File: src/source/turf_defs.svh
`ifndef TURF_DEFS_SVH
`define TURF_DEFS_SVH

//////////////////////////////////////////////////
// Identity and version
//////////////////////////////////////////////////

// ASCII "TURF"
`define TURF_IDENT        32'h54555246

`define TURF_VER_MAJOR    4'd0
`define TURF_VER_MINOR    4'd3
`define TURF_VER_REV      8'd0
`define TURF_FW_DATE      16'h1234
// Set for revision B boards
`define TURF_REV_B        1'b0

// Rev-B flag, low 15 date bits, then major/minor/rev
`define TURF_DATEVERSION  ((32'(`TURF_REV_B) << 31) | \
                           ((32'(`TURF_FW_DATE) & 32'h7fff) << 16) | \
                           (32'(`TURF_VER_MAJOR) << 12) | \
                           (32'(`TURF_VER_MINOR) << 8) | \
                           32'(`TURF_VER_REV))

//////////////////////////////////////////////////
// Register word addresses
//////////////////////////////////////////////////

`define REG_ADDR_IDENT    0
`define REG_ADDR_DATEVER  1
`define REG_ADDR_BRIDGE   2
`define REG_ADDR_INVALID  3
`define REG_ADDR_LINKUP   4

// Aurora links to the TURFIOs
`define TURF_NUM_LINKS    4

// Housekeeping 16x tick, 8 MHz from 100 MHz
`define HSK_BAUD_ADD      82
`define HSK_BAUD_BITS     10
// GPS 16x tick at 38400 baud
`define GPS_BAUD_ADD      25
`define GPS_BAUD_BITS     12

`endif

File: src/source/turf_pkg.sv
`include "turf_defs.svh"

package turf_pkg;

    //////////////////////////////////////////////////
    // Register port types
    //////////////////////////////////////////////////

    // Word address on the register port
    typedef logic [3:0]  reg_addr_t;
    // Register data word
    typedef logic [31:0] reg_data_t;

    //////////////////////////////////////////////////
    // Link types
    //////////////////////////////////////////////////

    // Link number
    typedef logic [1:0]                   link_idx_t;
    // One bit per link
    typedef logic [`TURF_NUM_LINKS-1:0]   link_mask_t;
    // Two bits per link, link n at 2n+1:2n
    typedef logic [2*`TURF_NUM_LINKS-1:0] bridge_sel_t;

    // Crate bridge types
    typedef enum logic [1:0] {
        BRIDGE_NONE   = 2'd0,
        BRIDGE_AURORA = 2'd1,
        BRIDGE_RSVD2  = 2'd2,
        BRIDGE_RSVD3  = 2'd3
    } bridge_type_e;

endpackage

File: src/source/baud_tick_gen.sv
`timescale 1ns/100ps

module baud_tick_gen #(
    parameter int unsigned ADD  = 82,
    parameter int unsigned BITS = 10
) (
    input  logic ps_clk,
    input  logic rst_n_i,
    output logic tick_o
);

    // Increment with room for the carry
    localparam logic [BITS:0] ADD_W = (BITS + 1)'(ADD);

    // Phase accumulator
    logic [BITS-1:0] acc_q;
    logic [BITS:0]   acc_sum;
    logic            tick_q;

    // Carry out is the tick
    assign acc_sum = {1'b0, acc_q} + ADD_W;

    always_ff @(posedge ps_clk or negedge rst_n_i) begin
        if (!rst_n_i) begin
            acc_q  <= '0;
            tick_q <= 1'b0;
        end else begin
            acc_q  <= acc_sum[BITS-1:0];
            tick_q <= acc_sum[BITS];
        end
    end

    assign tick_o = tick_q;

    ////////////////////////////////////////////////
    // Tick width check
    ////////////////////////////////////////////////

    // Below half rate two carries cannot be back to back
    generate
        if (ADD < (1 << (BITS - 1))) begin : g_tick_chk
            single_tick: assert property (
                @(posedge ps_clk) disable iff (!rst_n_i)
                tick_o |=> !tick_o
            ) else $error("baud tick longer than one cycle");
        end
    endgenerate

endmodule

File: src/source/bridge_check.sv
`timescale 1ns/100ps
`include "turf_defs.svh"

module bridge_check import turf_pkg::*; (
    input  logic        ps_clk,
    input  logic        rst_n_i,
    input  logic        crate_stb_i,
    input  link_idx_t   crate_link_i,
    input  bridge_sel_t bridge_sel_i,
    input  link_mask_t  aurora_up_i,
    input  link_mask_t  invalid_clr_i,
    output logic        crate_fwd_o,
    output link_idx_t   crate_fwd_link_o,
    output link_mask_t  invalid_o
);

    // Per-link validity table
    link_mask_t link_ok;
    logic       access_ok;
    link_mask_t invalid_set;
    // Forward and sticky state
    logic       fwd_q;
    link_idx_t  fwd_link_q;
    link_mask_t invalid_q;

    // Reserved types are never valid
    function automatic logic type_ok(input bridge_type_e btype, input logic up);
        logic ok;
        case (btype)
            BRIDGE_NONE:   ok = 1'b1;
            BRIDGE_AURORA: ok = up;
            BRIDGE_RSVD2:  ok = 1'b0;
            BRIDGE_RSVD3:  ok = 1'b0;
            default:       ok = 1'b0;
        endcase
        return ok;
    endfunction

    always_comb begin
        for (int n = 0; n < `TURF_NUM_LINKS; n++) begin
            link_ok[n] = type_ok(bridge_type_e'(bridge_sel_i[2*n +: 2]), aurora_up_i[n]);
        end
    end

    assign access_ok = link_ok[crate_link_i];

    // Refused strobe marks its own link
    always_comb begin
        invalid_set = '0;
        if (crate_stb_i && !access_ok) begin
            invalid_set[crate_link_i] = 1'b1;
        end
    end

    always_ff @(posedge ps_clk or negedge rst_n_i) begin
        if (!rst_n_i) begin
            fwd_q     <= 1'b0;
            invalid_q <= '0;
        end else begin
            fwd_q     <= crate_stb_i & access_ok;
            // Set wins over a same-cycle clear
            invalid_q <= (invalid_q & ~invalid_clr_i) | invalid_set;
        end
    end

    // Link number rides along with the strobe
    always_ff @(posedge ps_clk) begin
        if (crate_stb_i) begin
            fwd_link_q <= crate_link_i;
        end
    end

    assign crate_fwd_o      = fwd_q;
    assign crate_fwd_link_o = fwd_link_q;
    assign invalid_o        = invalid_q;

    // A forwarded strobe never raises a flag too
    fwd_or_flag: assert property (
        @(posedge ps_clk) disable iff (!rst_n_i)
        crate_fwd_o |-> ((invalid_o & ~$past(invalid_o)) == '0)
    ) else $error("crate strobe both forwarded and flagged");

endmodule

File: src/source/i2c_merger.sv
`timescale 1ns/100ps

module i2c_merger (
    input  logic ps_clk,
    input  logic rst_n_i,
    input  logic ps_scl_i,
    input  logic ps_sda_t_i,
    input  logic clk_sda_i,
    input  logic cal_sda_i,
    output logic clk_scl_o,
    output logic cal_scl_o,
    output logic clk_sda_oe_o,
    output logic cal_sda_oe_o,
    output logic ps_sda_o
);

    // Wired-AND of both buses
    logic sda_merged;
    // Two-flop synchronizer
    logic sda_meta_q;
    logic sda_sync_q;

    // SCL fans straight out
    assign clk_scl_o = ps_scl_i;
    assign cal_scl_o = ps_scl_i;

    // PS tristate high means released
    assign clk_sda_oe_o = ~ps_sda_t_i;
    assign cal_sda_oe_o = ~ps_sda_t_i;

    assign sda_merged = clk_sda_i & cal_sda_i;

    // Idle bus reads high
    always_ff @(posedge ps_clk or negedge rst_n_i) begin
        if (!rst_n_i) begin
            sda_meta_q <= 1'b1;
            sda_sync_q <= 1'b1;
        end else begin
            sda_meta_q <= sda_merged;
            sda_sync_q <= sda_meta_q;
        end
    end

    assign ps_sda_o = sda_sync_q;

endmodule

File: src/source/turf_ctrl_top.sv
`timescale 1ns/100ps
`include "turf_defs.svh"

module turf_ctrl_top import turf_pkg::*; (
    input  logic       ps_clk,
    input  logic       rst_n_i,
    // Register port
    input  logic       wb_cyc_i,
    input  logic       wb_stb_i,
    input  logic       wb_we_i,
    input  reg_addr_t  wb_adr_i,
    input  reg_data_t  wb_dat_i,
    output logic       wb_ack_o,
    output reg_data_t  wb_dat_o,
    // Aurora link state and crate access
    input  link_mask_t aurora_up_i,
    input  logic       crate_stb_i,
    input  link_idx_t  crate_link_i,
    output logic       crate_fwd_o,
    output link_idx_t  crate_fwd_link_o,
    // PS I2C master and the two boards
    input  logic       ps_scl_i,
    input  logic       ps_sda_t_i,
    output logic       ps_sda_o,
    output logic       clk_scl_o,
    output logic       clk_sda_oe_o,
    input  logic       clk_sda_i,
    output logic       cal_scl_o,
    output logic       cal_sda_oe_o,
    input  logic       cal_sda_i,
    // Debug capture ticks
    output logic       hsk_tick_o,
    output logic       gps_tick_o
);

    bridge_sel_t bridge_sel;
    link_mask_t  invalid;
    link_mask_t  invalid_clr;

    //////////////////////////////////////////////////
    // Registers and crate bridge
    //////////////////////////////////////////////////

    turf_regfile u_regfile (
        .ps_clk        (ps_clk),
        .rst_n_i       (rst_n_i),
        .wb_cyc_i      (wb_cyc_i),
        .wb_stb_i      (wb_stb_i),
        .wb_we_i       (wb_we_i),
        .wb_adr_i      (wb_adr_i),
        .wb_dat_i      (wb_dat_i),
        .invalid_i     (invalid),
        .aurora_up_i   (aurora_up_i),
        .wb_ack_o      (wb_ack_o),
        .wb_dat_o      (wb_dat_o),
        .bridge_sel_o  (bridge_sel),
        .invalid_clr_o (invalid_clr)
    );

    bridge_check u_bridge (
        .ps_clk           (ps_clk),
        .rst_n_i          (rst_n_i),
        .crate_stb_i      (crate_stb_i),
        .crate_link_i     (crate_link_i),
        .bridge_sel_i     (bridge_sel),
        .aurora_up_i      (aurora_up_i),
        .invalid_clr_i    (invalid_clr),
        .crate_fwd_o      (crate_fwd_o),
        .crate_fwd_link_o (crate_fwd_link_o),
        .invalid_o        (invalid)
    );

    //////////////////////////////////////////////////
    // I2C and baud ticks
    //////////////////////////////////////////////////

    i2c_merger u_i2c (
        .ps_clk       (ps_clk),
        .rst_n_i      (rst_n_i),
        .ps_scl_i     (ps_scl_i),
        .ps_sda_t_i   (ps_sda_t_i),
        .clk_sda_i    (clk_sda_i),
        .cal_sda_i    (cal_sda_i),
        .clk_scl_o    (clk_scl_o),
        .cal_scl_o    (cal_scl_o),
        .clk_sda_oe_o (clk_sda_oe_o),
        .cal_sda_oe_o (cal_sda_oe_o),
        .ps_sda_o     (ps_sda_o)
    );

    // 82 in 1024 gives 8 MHz from 100 MHz
    baud_tick_gen #(.ADD(`HSK_BAUD_ADD), .BITS(`HSK_BAUD_BITS)) u_hsk_baud (
        .ps_clk  (ps_clk),
        .rst_n_i (rst_n_i),
        .tick_o  (hsk_tick_o)
    );

    baud_tick_gen #(.ADD(`GPS_BAUD_ADD), .BITS(`GPS_BAUD_BITS)) u_gps_baud (
        .ps_clk  (ps_clk),
        .rst_n_i (rst_n_i),
        .tick_o  (gps_tick_o)
    );

endmodule

File: src/source/turf_regfile.sv
`timescale 1ns/100ps
`include "turf_defs.svh"

module turf_regfile import turf_pkg::*; (
    input  logic        ps_clk,
    input  logic        rst_n_i,
    input  logic        wb_cyc_i,
    input  logic        wb_stb_i,
    input  logic        wb_we_i,
    input  reg_addr_t   wb_adr_i,
    input  reg_data_t   wb_dat_i,
    input  link_mask_t  invalid_i,
    input  link_mask_t  aurora_up_i,
    output logic        wb_ack_o,
    output reg_data_t   wb_dat_o,
    output bridge_sel_t bridge_sel_o,
    output link_mask_t  invalid_clr_o
);

    // Request qualifiers
    logic        wb_req;
    logic        wb_access;
    logic        wb_write;
    // Read mux output
    reg_data_t   rd_data;
    // Ack and register state
    logic        ack_q;
    bridge_sel_t bridge_sel_q;
    link_mask_t  clr_q;
    reg_data_t   dat_q;

    //////////////////////////////////////////////////
    // Request decode
    //////////////////////////////////////////////////

    // Request is cyc and stb together
    assign wb_req    = wb_cyc_i & wb_stb_i;
    // First cycle of a request only
    assign wb_access = wb_req & ~ack_q;
    assign wb_write  = wb_access & wb_we_i;

    // Read mux
    always_comb begin
        case (wb_adr_i)
            `REG_ADDR_IDENT:   rd_data = `TURF_IDENT;
            `REG_ADDR_DATEVER: rd_data = `TURF_DATEVERSION;
            `REG_ADDR_BRIDGE:  rd_data = reg_data_t'(bridge_sel_q);
            `REG_ADDR_INVALID: rd_data = reg_data_t'(invalid_i);
            `REG_ADDR_LINKUP:  rd_data = reg_data_t'(aurora_up_i);
            default:           rd_data = '0;
        endcase
    end

    //////////////////////////////////////////////////
    // Ack and control registers
    //////////////////////////////////////////////////

    always_ff @(posedge ps_clk or negedge rst_n_i) begin
        if (!rst_n_i) begin
            ack_q        <= 1'b0;
            bridge_sel_q <= '0;
            clr_q        <= '0;
        end else begin
            // One-cycle ack pulse
            ack_q <= wb_access;
            if (wb_write && wb_adr_i == reg_addr_t'(`REG_ADDR_BRIDGE)) begin
                bridge_sel_q <= bridge_sel_t'(wb_dat_i);
            end
            // Write-one-to-clear pulse for the sticky flags
            if (wb_write && wb_adr_i == reg_addr_t'(`REG_ADDR_INVALID)) begin
                clr_q <= link_mask_t'(wb_dat_i);
            end else begin
                clr_q <= '0;
            end
        end
    end

    // Read data captured with the ack
    always_ff @(posedge ps_clk) begin
        if (wb_access) begin
            dat_q <= rd_data;
        end
    end

    assign wb_ack_o      = ack_q;
    assign wb_dat_o      = dat_q;
    assign bridge_sel_o  = bridge_sel_q;
    assign invalid_clr_o = clr_q;

    // Master still holds the request in the ack cycle
    ack_needs_req: assert property (
        @(posedge ps_clk) disable iff (!rst_n_i)
        wb_ack_o |-> (wb_cyc_i && wb_stb_i)
    ) else $error("ack raised without a request");

endmodule

File: config.mk
export PLATFORM = sky130hd
export DESIGN_NAME = turf_ctrl_top
export DESIGN_NICKNAME = d
export VERILOG_FILES = /design/src/source/turf_pkg.sv /design/src/source/baud_tick_gen.sv /design/src/source/bridge_check.sv /design/src/source/i2c_merger.sv /design/src/source/turf_ctrl_top.sv /design/src/source/turf_regfile.sv
export VERILOG_INCLUDE_DIRS = /design/src /design/src/source
export SDC_FILE = /design/constraint.sdc
export NUM_CORES = 1
export LEC_CHECK = 0
export ABC_AREA = 1
export BUFFER_PORTS_ARGS = -buffer_cell sky130_fd_sc_hd__buf_4
export CAP_MARGIN = 20
export CORE_UTILIZATION = 30
export DETAILED_ROUTE_END_ITERATION = 8
export GPL_TIMING_DRIVEN = 1
export SLEW_MARGIN = 20
export SYNTH_ARGS = -nofsm -noshare
export SYNTH_HDL_FRONTEND = slang
export SYNTH_SLANG_ARGS = --single-unit
export TNS_END_PERCENT = 20
File: constraint.sdc
create_clock -name ps_clk -period 3.5 [get_ports ps_clk]
set_input_delay 0 -clock ps_clk [delete_from_list [all_inputs] [get_ports ps_clk]]
set_output_delay 0 -clock ps_clk [all_outputs]
set_load 0.005 [all_outputs]
==> reports/metrics.csv, run 1 <==
stage,metric,value,unit
status,status,completed,
setup_path,reg2reg_setup_slack,2.13,ns
synthesis,yosys.area_share.simple,17.9,%
finish,drive_gt1_share,22.6,%
hold_path,holdPathEnd,clk_scl_o,
finish,nets,380,
clocking,cts.repair.resized,0,
sta,tightest_slew,0.552,ns
sta,fin_tns_setup,0,ns
floorplan,coreArea,0.00818,mm²
setup_path,r2r_end,u_regfile.bridge_sel_o[7],
synthesis,synth_edf_count,13,
clocking,cts_tree,built,
clocking,cts.sinks,56,
sta,worst_hold_slack,0.0000733,ns
hold_path,hold_depth,0,
power_and_ir_drop,powerDensity,367,mW/mm²
floorplan,initial_core_util,30.9,%
setup_path,path_cells,"nor2_1, nand2_1, nor2_1, nand2_4, nor2_1, a21oi_2",
clocking,numCtsBuffers,5,
sta,drv_slew,0,
clocking,htree_levels,2,
sta,fin_crit_sh,39.2,%
sta,min_period,1.37,ns
clocking,clkTransAtPathRegs,0.09,ns
hold_path,hp-start,ps_scl_i,
routing,drc,0,
floorplan,io_pins,95,
grt,grt_max_degree,44,
finish,num_antenna_cells,0,
synthesis,ys_seq_area_share,58.2,%
setup_path,cp_slowest_cell,dfrtp_1,
synthesis,synth.cells.most_frequent,"nand2_1, dfrtp_1, inv_1",
setup_path,crit_path_frequent_cell,nor2_1,
sta,finalHoldViolCount,0,
routing,wl_per_cell,10.0,µm
routing,detail_route.first_pass.iterations,4,
setup_path,cp-startpoint,u_regfile.wb_ack_o,
synthesis,ys_types,24,
setup_path,worstSetupStartpointType,register,
setup_path,critical_path.max_fanout,15,
grt,overflow,0,
setup_path,cpPeakStageDelay,0.39,ns
grt,grt_use_total,10.8,%
sta,finalSetupViolCount,0,
clocking,clk_latency,0.30,ns
finish,syn_to_final_growth,25.7,%
synthesis,ys_top_cells_by_area,"dfrtp_1, edfxtp_1, nand2_1, buf_4, inv_1",
synthesis,async_reset_ff_share,76.8,%
run,max-cap-violations,0,
synthesis,synth_compound_area_share,4.76,%
floorplan,die_h,93.7,µm
floorplan,fp.dieW,93.7,µm
setup_path,path_class,register to register,
synthesis,synthMuxAreaShare,0,%
synthesis,syn_area,0.00252,mm²
routing,drtAntennaViolNets,0,
sta,slew_headroom,62.9,%
setup_path,crit_path_end_kind,register,
finish,design_area,0.00317,mm²
routing,drt_iter0_markers,67,
sta,rsz0062_at_grt,false,
sta,clock_skew,0.00683,ns
grt,grt_pass1_vias,1696,
synthesis,synth_most_common_cell,nand2_1,
synthesis,syn_avg_cell_area,9.67,µm²
floorplan,dieArea,0.00879,mm²
synthesis,yosysWarnings,0,
synthesis,synth-xor-area-share,4.16,%
setup_path,r2r-start,u_regfile.wb_ack_o,
grt,antenna_found_initial,0,
placed_design,dp_hpwl,3200,µm
power_and_ir_drop,p_leak,1.62,nW
setup_path,arrival,1.56,ns
routing,drt_wl_total,4330,µm
routing,vias,1786,
synthesis,ys_ff_latch,56,
floorplan,row_count,33,
setup_path,rr_worst_depth,6,
synthesis,ys.flop_type,dfrtp_1,
clocking,cts_buffer_depth,2,
clocking,cts_root_buf,clkbuf_8,
power_and_ir_drop,peakVddDrop,141,µV
hold_path,hold_path_class,input port to primary output,
placed_design,gp_congestion,0.825,
grt,grt_first_pass_wirelength,7340,µm
synthesis,synth_top_family_by_area,simple AND/OR/NAND/NOR gates,
synthesis,synth_top_area_share,40.6,%
routing,routed_via_density,4.13,
sta,fmax,0.730,GHz
synthesis,synth_fa_ha_area_share,0.991,%
setup_path,required,3.69,ns
synthesis,synth.largest_area_cell,dfrtp_1,
placed_design,placed_cell_area,0.00292,mm²
synthesis,synthCells,261,
placed_design,portBuffers,56,
[power by group]
part	internal [mW]	switching [mW]
logic	0.0670	0.0615
clock network	0.140	0.190
registers	0.693	0.0132
total	0.900	0.265
[per-layer routing]
layer | vias up | track usage (%) | share of wire, %
met5 | - | 0 | 0
met4 | 0 | 3.85 | 1.3
met3 | 5 | 3.16 | 6.1
met2 | 51 | 19.6 | 50
met1 | 832 | 11.7 | 42
li1 | 898 | - | -
[worst max path at each step]
| stage | cells past startpoint | slack, ns | end |
|---|---|---|---|
| 2_1_floorplan | 7 | 2.29 | u_regfile.bridge_sel_o[2] |
| 3_3_place_gp | 6 | 2.15 | u_regfile.bridge_sel_o[4] |
| 3_5_place_dp | 6 | 2.12 | u_regfile.bridge_sel_o[4] |
| 4_1_cts | 6 | 2.11 | u_regfile.bridge_sel_o[4] |
| 5_1_grt | 6 | 2.02 | u_regfile.invalid_clr_o[2] |
| 6_report | 6 | 2.13 | u_regfile.bridge_sel_o[7] |
[through the flow]
stage                     util (%)  power [mW]  std cells  worst slack [ns]
after floorplan                  -       0.782        271              2.29
after CTS                     38.8        1.19        432              2.11
after global placement        35.8       0.835        407              2.15
after detailed placement      35.8       0.836        407              2.12
after global routing          38.8        1.23        432              2.02
final                         38.8        1.17        432              2.13
[layout make-up]
class | instances | area, µm²
sequential | 56 | 1470
fill | 837 | 5000
clock inverter | 1 | 3.75
inverter | 42 | 158
multi-input combinational | 148 | 744
tap | 105 | 131
timing repair buffer | 73 | 591
clock buffer | 7 | 76.3
[worst max-delay path, delay by kind of cell (launching register included)]
kind            cells  cell delay (ns)
compound gates      1             0.04
flops               1             0.39
simple gates        5             0.83
[timing repair]
| action | CTS | global route |
|---|---|---|
| hold buffers | 17 | 0 |
| setup buffers | 0 | 0 |
| endpoints found under the setup margin | 0 | 0 |
| endpoints found under the hold margin | 65 | 0 |
[registers in the layout (all words and copies together), names as in the netlist]
signal                     cells
u_bridge.crate_fwd_link_o      2
u_bridge.crate_fwd_o           1
u_bridge.invalid_o             4
u_gps_baud.acc_q              12
u_gps_baud.tick_o              1
u_hsk_baud.acc_q               9
u_hsk_baud.tick_o              1
u_i2c.ps_sda_o                 1
u_i2c.sda_meta_q               1
u_regfile.bridge_sel_o         8
u_regfile.invalid_clr_o        4
u_regfile.wb_ack_o             1
u_regfile.wb_dat_o            11
[logic make-up (layout without fill, tap and decap cells)]
group,Yosys count,after routing
buffers and inverters,67,123
AO/OA/AOI/OAI,17,17
adder cells (fa/ha/maj),2,2
XOR/XNOR,12,12
other,1,11
flip-flops,56,56
AND/OR/NAND/NOR,106,106
[cell usage in the layout, fill, tap and decap left out, types with 5 or more instances in the layout]
cell / synthesis / routed
nand3_1: 17 / 17
clkbuf_8: 0 / 5
nand2_1: 57 / 57
dlygate4sd3_1: 0 / 17
edfxtp_1: 13 / 13
inv_1: 41 / 41
a21oi_1: 6 / 6
conb_1: 1 / 11
buf_4: 24 / 56
nor2_1: 23 / 23
nor3_1: 5 / 5
xor2_1: 9 / 9
dfrtp_1: 41 / 41
No activity file was read; power rests on OpenSTA's default activity.
==> run 2: changes to the inputs <==
==> constraint.sdc (replaced) <==
create_clock -name ps_clk -period 1.4 [get_ports ps_clk]
set_input_delay 0 -clock ps_clk [delete_from_list [all_inputs] [get_ports ps_clk]]
set_output_delay 0 -clock ps_clk [all_outputs]
set_load 0.005 [all_outputs]
==> reports/metrics.csv, run 2 (synthesis gave the netlist of run 1 again) <==
stage,metric,value,unit,change
floorplan,coreArea,0.00818,mm²,unchanged
hold_path,hp-start,ps_scl_i,,
sta,clock_skew,0.0101,ns,+0.00330 ns
sta,slew_headroom,64.6,%,+1.7 points
grt,grt_max_degree,44,,unchanged
floorplan,dieArea,0.00879,mm²,unchanged
finish,nets,384,,+1.1%
routing,drtAntennaViolNets,0,,unchanged
finish,instances_no_fill,436,,+0.93%
clocking,cts_root_buf,clkbuf_8,,
sta,tightest_slew,0.531,ns,-0.0210 ns
setup_path,path_class,register to register,,
hold_path,hold_depth,0,,unchanged
setup_path,cpPeakStageDelay,0.41,ns,+0.02 ns
power_and_ir_drop,peakVddDrop,435,µV,+210%
grt,antenna_found_initial,0,,unchanged
hold_path,holdPathEnd,clk_scl_o,,
setup_path,required,1.63,ns,-2.06 ns
floorplan,row_count,33,,unchanged
placed_design,dp_hpwl,3180,µm,-0.73%
finish,fillers,830,,-0.84%
clocking,numCtsBuffers,5,,unchanged
setup_path,critical_path.max_fanout,4,,-11
hold_path,hold_path_class,input port to primary output,,
sta,fmax,0.779,GHz,+6.8%
power_and_ir_drop,p_leak,1.67,nW,+2.8%
setup_path,r2r_end,u_gps_baud.acc_q[8],,
clocking,post_cts_buffers,0,,unchanged
floorplan,initial_core_util,30.9,%,unchanged
setup_path,crit_family,flip-flops,,
setup_path,r2r-start,u_gps_baud.acc_q[0],,
clocking,cts_buffer_depth,2,,unchanged
sta,finalHoldViolCount,0,,unchanged
finish,largest_register,u_gps_baud.acc_q,,
finish,layout_commonest_cell,buf_4,,
finish,num_antenna_cells,0,,unchanged
clocking,htree_levels,2,,unchanged
routing,vias,1775,,-0.62%
clocking,cts_tree,built,,
placed_design,portBuffers,56,,unchanged
setup_path,cp.depth,5,,-1
setup_path,cp_num_buf_inv,0,,unchanged
routing,detail_route.first_pass.iterations,4,,unchanged
placed_design,dp.cells,411,,+0.98%
sta,finalSetupViolCount,0,,unchanged
finish,syn_to_final_growth,29.1,%,
sta,fin_tns_setup,0,ns,unchanged
placed_design,gp_congestion,0.840,,+1.8%
sta,fin_crit_sh,91.7,%,+53 points
clocking,cts.sinks,56,,unchanged
routing,wl_per_cell,9.83,µm,-1.9%
routing,drc,0,,unchanged
status,status,completed,,
clocking,clk_latency,0.31,ns,about the same
finish,utilization,39.9,%,+1.1 points
grt,grt_pass1_vias,1694,,-0.12%
floorplan,fp.dieW,93.7,µm,unchanged
routing,drt_wl_total,4290,µm,-1.0%
finish,layout.cells.most_common_list,"buf_4, nand2_1, inv_1, dfrtp_1, nor2_1",,
setup_path,rr_worst_depth,5,,-1
routing,routed_via_density,4.07,,-1.5%
power_and_ir_drop,powerDensity,977,mW/mm²,+170%
run,max-cap-violations,0,,unchanged
setup_path,arrival,1.52,ns,-0.04 ns
clocking,clkTransAtPathRegs,0.09,ns,about the same
sta,drv_slew,0,,unchanged
setup_path,cp_slowest_cell,dfrtp_1,,
floorplan,die_h,93.7,µm,unchanged
setup_path,reg2reg_setup_slack,0.12,ns,-2.01 ns
setup_path,crit_path_end_kind,register,,
grt,overflow,0,,unchanged
finish,drive_gt1_share,24.8,%,+2.1 points
grt,grt_first_pass_wirelength,7290,µm,-0.65%
sta,min_period,1.28,ns,-0.0869 ns
setup_path,worstSetupStartpointType,register,,
finish,largest_register_ffs,12,,unchanged
floorplan,io_pins,95,,unchanged
routing,drt_iter0_markers,60,,-10%
grt,grt_use_total,10.7,%,-0.10 points
setup_path,path_cells,"ha_1, a21oi_2, nand2_1, nand3_1, xnor2_1",,
[run 2: cell count changes in the layout (fill, tap and decap cells not counted), sizes merged]
cell / before / now
clkbuf: 7 / 6
bufinv: 0 / 1
buf: 56 / 60
[run 2: final cells by class]
type / count / area, µm² / area share (%)
clock buffer: 6 / 82.6 / 2.53
inverter: 42 / 158 / 4.83
tap: 105 / 131 / 4.03
sequential: 56 / 1470 / 45.0
timing repair buffer: 77 / 633 / 19.4
clock inverter: 2 / 38.8 / 1.19
multi-input combinational: 148 / 748 / 22.9
[run 2: through the flow]
stage	setup WS (ns)	hold WS [ns]	power, mW	instance area, µm²
after floorplan	0.186	-0.296	1.95	2560
after CTS	0.0549	0.0000600	3.25	3260
final	0.117	0.0000733	3.19	3260
after global placement	0.122	0.0000600	2.10	2970
after detailed placement	0.0790	0.0000600	2.10	2970
after global routing	-0.00884	0.0000653	3.35	3260
[run 2: repair_timing]
item | 4_1_cts | 5_1_grt
endpoints found under the hold margin | 67 | 0
gates resized for setup | 0 | 1
setup endpoints to repair | 0 | 4
hold buffers | 17 | 0
[run 2: how the worst max path moves through the flow]
stage,start,endpoint
6_report,u_gps_baud.acc_q[0],u_gps_baud.acc_q[8]
5_1_grt,u_gps_baud.acc_q[0],u_gps_baud.acc_q[8]
4_1_cts,u_gps_baud.acc_q[0],u_gps_baud.acc_q[8]
3_5_place_dp,u_gps_baud.acc_q[0],u_gps_baud.acc_q[8]
3_3_place_gp,u_gps_baud.acc_q[0],u_gps_baud.acc_q[8]
2_1_floorplan,u_regfile.wb_ack_o,u_regfile.bridge_sel_o[2]
[run 2: per-layer routing]
layer	GRT usage [%]	wire length (µm)	vias up
met2	18.4	2090	52
met4	3.85	62	0
met3	3.24	270	5
met5	0	0	-
li1	-	-	906
met1	12.4	1860	812
[run 2: power by group]
| group | leakage (nW) | switching, mW | internal, mW | total [mW] |
|---|---|---|---|---|
| clock network | 0.0614 | 0.503 | 0.585 | 1.09 |
| registers | 0.624 | 0.0322 | 1.73 | 1.77 |
| logic | 0.982 | 0.155 | 0.176 | 0.331 |
[run 2: worst reg2reg max path: cells and delay by family (launching register included)]
family	cells	cell delay, ns
fa+ha+maj	1	0.24
xor+xnor	1	0.13
simple gates	2	0.25
compound gates	1	0.18
flops	1	0.41
==> run 3: changes to the inputs <==
--- a/config.mk
+++ b/config.mk
@@ -7,10 +7,10 @@
 export NUM_CORES = 1
 export LEC_CHECK = 0
 export ABC_AREA = 1
-export BUFFER_PORTS_ARGS = -buffer_cell sky130_fd_sc_hd__buf_4
 export CAP_MARGIN = 20
 export CORE_UTILIZATION = 30
 export DETAILED_ROUTE_END_ITERATION = 8
+export DONT_BUFFER_PORTS = 1
 export GPL_TIMING_DRIVEN = 1
 export SLEW_MARGIN = 20
 export SYNTH_ARGS = -nofsm -noshare
==> reports/metrics.csv, run 3 (synthesis gave the netlist of run 1 again) <==
stage,metric,value,unit,change
sta,layout_setup_ws,0.138,ns,+0.0211 ns
clocking,cts_tree,built,,
power_and_ir_drop,combPwrFrac,7.5,%,-2.9 points
setup_path,cp_slowest_cell,dfrtp_1,,
finish,layout_commonest_cell,nand2_1,,
status,status,completed,,
clocking,cts_buffer_depth,2,,unchanged
setup_path,path_cells,"ha_1, a21oi_2, nand2_1, nand3_1, xnor2_1",,
finish,fillers,836,,+0.72%
clocking,clk_latency,0.32,ns,about the same
finish,utilization,35.0,%,-4.9 points
clocking,post_cts_buffers,0,,unchanged
power_and_ir_drop,p_leak,1.40,nW,-16%
placed_design,portBuffers,0,,-100%
floorplan,fp.dieW,93.7,µm,unchanged
routing,vias,1576,,-11%
power_and_ir_drop,p_sw_share,25.0,%,+3.3 points
grt,grt_pass1_vias,1685,,-0.53%
floorplan,coreArea,0.00818,mm²,unchanged
floorplan,row_count,33,,unchanged
routing,detail_route.first_pass.iterations,4,,unchanged
placed_design,dp.cells,355,,-14%
routing,drtAntennaViolNets,0,,unchanged
grt,overflow,0,,unchanged
clocking,clkTransAtPathRegs,0.10,ns,about the same
finish,num_antenna_cells,0,,unchanged
sta,rsz0062_at_grt,false,,
setup_path,crit_family,flip-flops,,
routing,drc,0,,unchanged
hold_path,hold_path_class,input port to primary output,,
sta,fin_tns_setup,0,ns,unchanged
sta,drv_slew,0,,unchanged
grt,antenna_found_initial,0,,unchanged
setup_path,cp_num_buf_inv,0,,unchanged
grt,grt_first_pass_wirelength,7370,µm,+1.0%
setup_path,worstSetupStartpointType,register,,
floorplan,initial_core_util,30.9,%,unchanged
finish,layout.cells.most_common_list,"nand2_1, inv_1, dfrtp_1, nor2_1, dlygate4sd3_1",,
sta,finalHoldViolCount,0,,unchanged
finish,instances_no_fill,384,,-12%
clocking,cts.sinks,56,,unchanged
clocking,cts_root_buf,clkbuf_8,,
power_and_ir_drop,seqPwrFrac,60.7,%,+5.3 points
grt,grt_use_total,10.7,%,+0.026 points
routing,routed_via_density,4.10,,+0.81%
finish,largest_register_ffs,12,,unchanged
sta,min_period,1.26,ns,-0.0211 ns
routing,highest_layer,met4,,
setup_path,crit_path_end_kind,register,,
routing,drt_iter0_markers,45,,-25%
clocking,numCtsBuffers,5,,unchanged
power_and_ir_drop,p_int,2.20,mW,-12%
grt,grt_max_degree,44,,unchanged
routing,drt_wl_total,4250,µm,-0.89%
power_and_ir_drop,peakVddDrop,552,µV,+27%
power_and_ir_drop,powerDensity,1020,mW/mm²,+4.8%
setup_path,critical_path.max_fanout,4,,unchanged
floorplan,io_pins,95,,unchanged
placed_design,dp_slack,0.0944,ns,+0.0154 ns
sta,finalSetupViolCount,0,,unchanged
sta,fin_crit_sh,90.2,%,-1.5 points
finish,nets,332,,-14%
power_and_ir_drop,p_sw,0.732,mW,+6.1%
placed_design,gp_congestion,0.776,,-7.6%
routing,wl_met2,2090,µm,about the same
finish,drive_gt1_share,10.0,%,-15 points
floorplan,die_h,93.7,µm,unchanged
routing,wl_per_cell,11.1,µm,+13%
run,max-cap-violations,0,,unchanged
routing,drt-met1-wl,1930,µm,+3.4%
setup_path,path_class,register to register,,
setup_path,required,1.64,ns,about the same
finish,syn_to_final_growth,13.3,%,
clocking,htree_levels,2,,unchanged
setup_path,cpPeakStageDelay,0.40,ns,about the same
finish,largest_register,u_gps_baud.acc_q,,
power_and_ir_drop,p_clk_share,31.7,%,-2.5 points
placed_design,dp_hpwl,3110,µm,-2.1%
setup_path,arrival,1.50,ns,-0.02 ns
sta,clock_skew,0.0139,ns,+0.00376 ns
sta,fmax,0.792,GHz,+1.7%
routing,route.met3.wl,186,µm,-31%
floorplan,dieArea,0.00879,mm²,unchanged
==> run 3: layout make-up <==
type                            count  area (µm²)  area share [%]
Clock buffer                        5        68.8            2.41
Timing Repair Buffer               25         258            9.01
Clock inverter                      3        25.0           0.875
Inverter                           42         158            5.51
Tap cell                          105         131            4.59
Sequential cell                    56        1470            51.4
Multi-Input combinational cell    148         751            26.2
==> run 3: worst reg2reg max path, cell delays in order (launching register included) <==
cell and delay (ns):
dfrtp_1 0.40, ha_1 0.24, a21oi_2 0.17, nand2_1 0.12, nand3_1 0.13, xnor2_1 0.13
==> run 3: worst paths after layout <==
check / from / cells after the start / end / slack [ns]
min reg2reg: u_i2c.sda_meta_q / 0 / u_i2c.ps_sda_o / 0.36
max reg2reg: u_gps_baud.acc_q[0] / 5 / u_gps_baud.acc_q[8] / 0.14
max: u_gps_baud.acc_q[0] / 5 / u_gps_baud.acc_q[8] / 0.14
max in group asynchronous: rst_n_i / 2 / u_i2c.ps_sda_o / 0.95
min in group asynchronous: rst_n_i / 2 / u_hsk_baud.acc_q[8] / 0.18
min: ps_scl_i / 0 / clk_scl_o / 0.00007
==> run 3: metal layers <==
metal  vias up  GRT usage (%)
li1        802              -
met1       724           12.2
met2        45           19.3
met3         5           2.67
met4         0           3.46
met5         -              0
==> run 3: power by group through the flow <==
stage	Sequential, mW	Combinational [mW]	Clock, mW
3_3_place_gp	1.81	0.133	0
4_1_cts	1.78	0.227	0.975
2_1_floorplan	1.80	0.159	0
3_5_place_dp	1.81	0.135	0
5_1_grt	1.79	0.257	1.03
6_report	1.78	0.221	0.929
==> run 3: per-stage QoR <==
step / power [mW] / cell area, µm² / hold slack (ns)
global placement: 1.94 / 2530 / -0.294
finish: 2.93 / 2860 / 0.0000733
global route: 3.08 / 2860 / 0.0000653
detailed placement: 1.95 / 2530 / -0.294
CTS: 2.98 / 2850 / 0.0000600
floorplan: 1.95 / 2560 / -0.296
==> run 3: repair_timing <==
item / CTS / global route
endpoints found under the hold margin: 72 / 0
endpoints found under the setup margin: 0 / 15
hold buffers: 21 / 0
gates resized for setup: 0 / 2
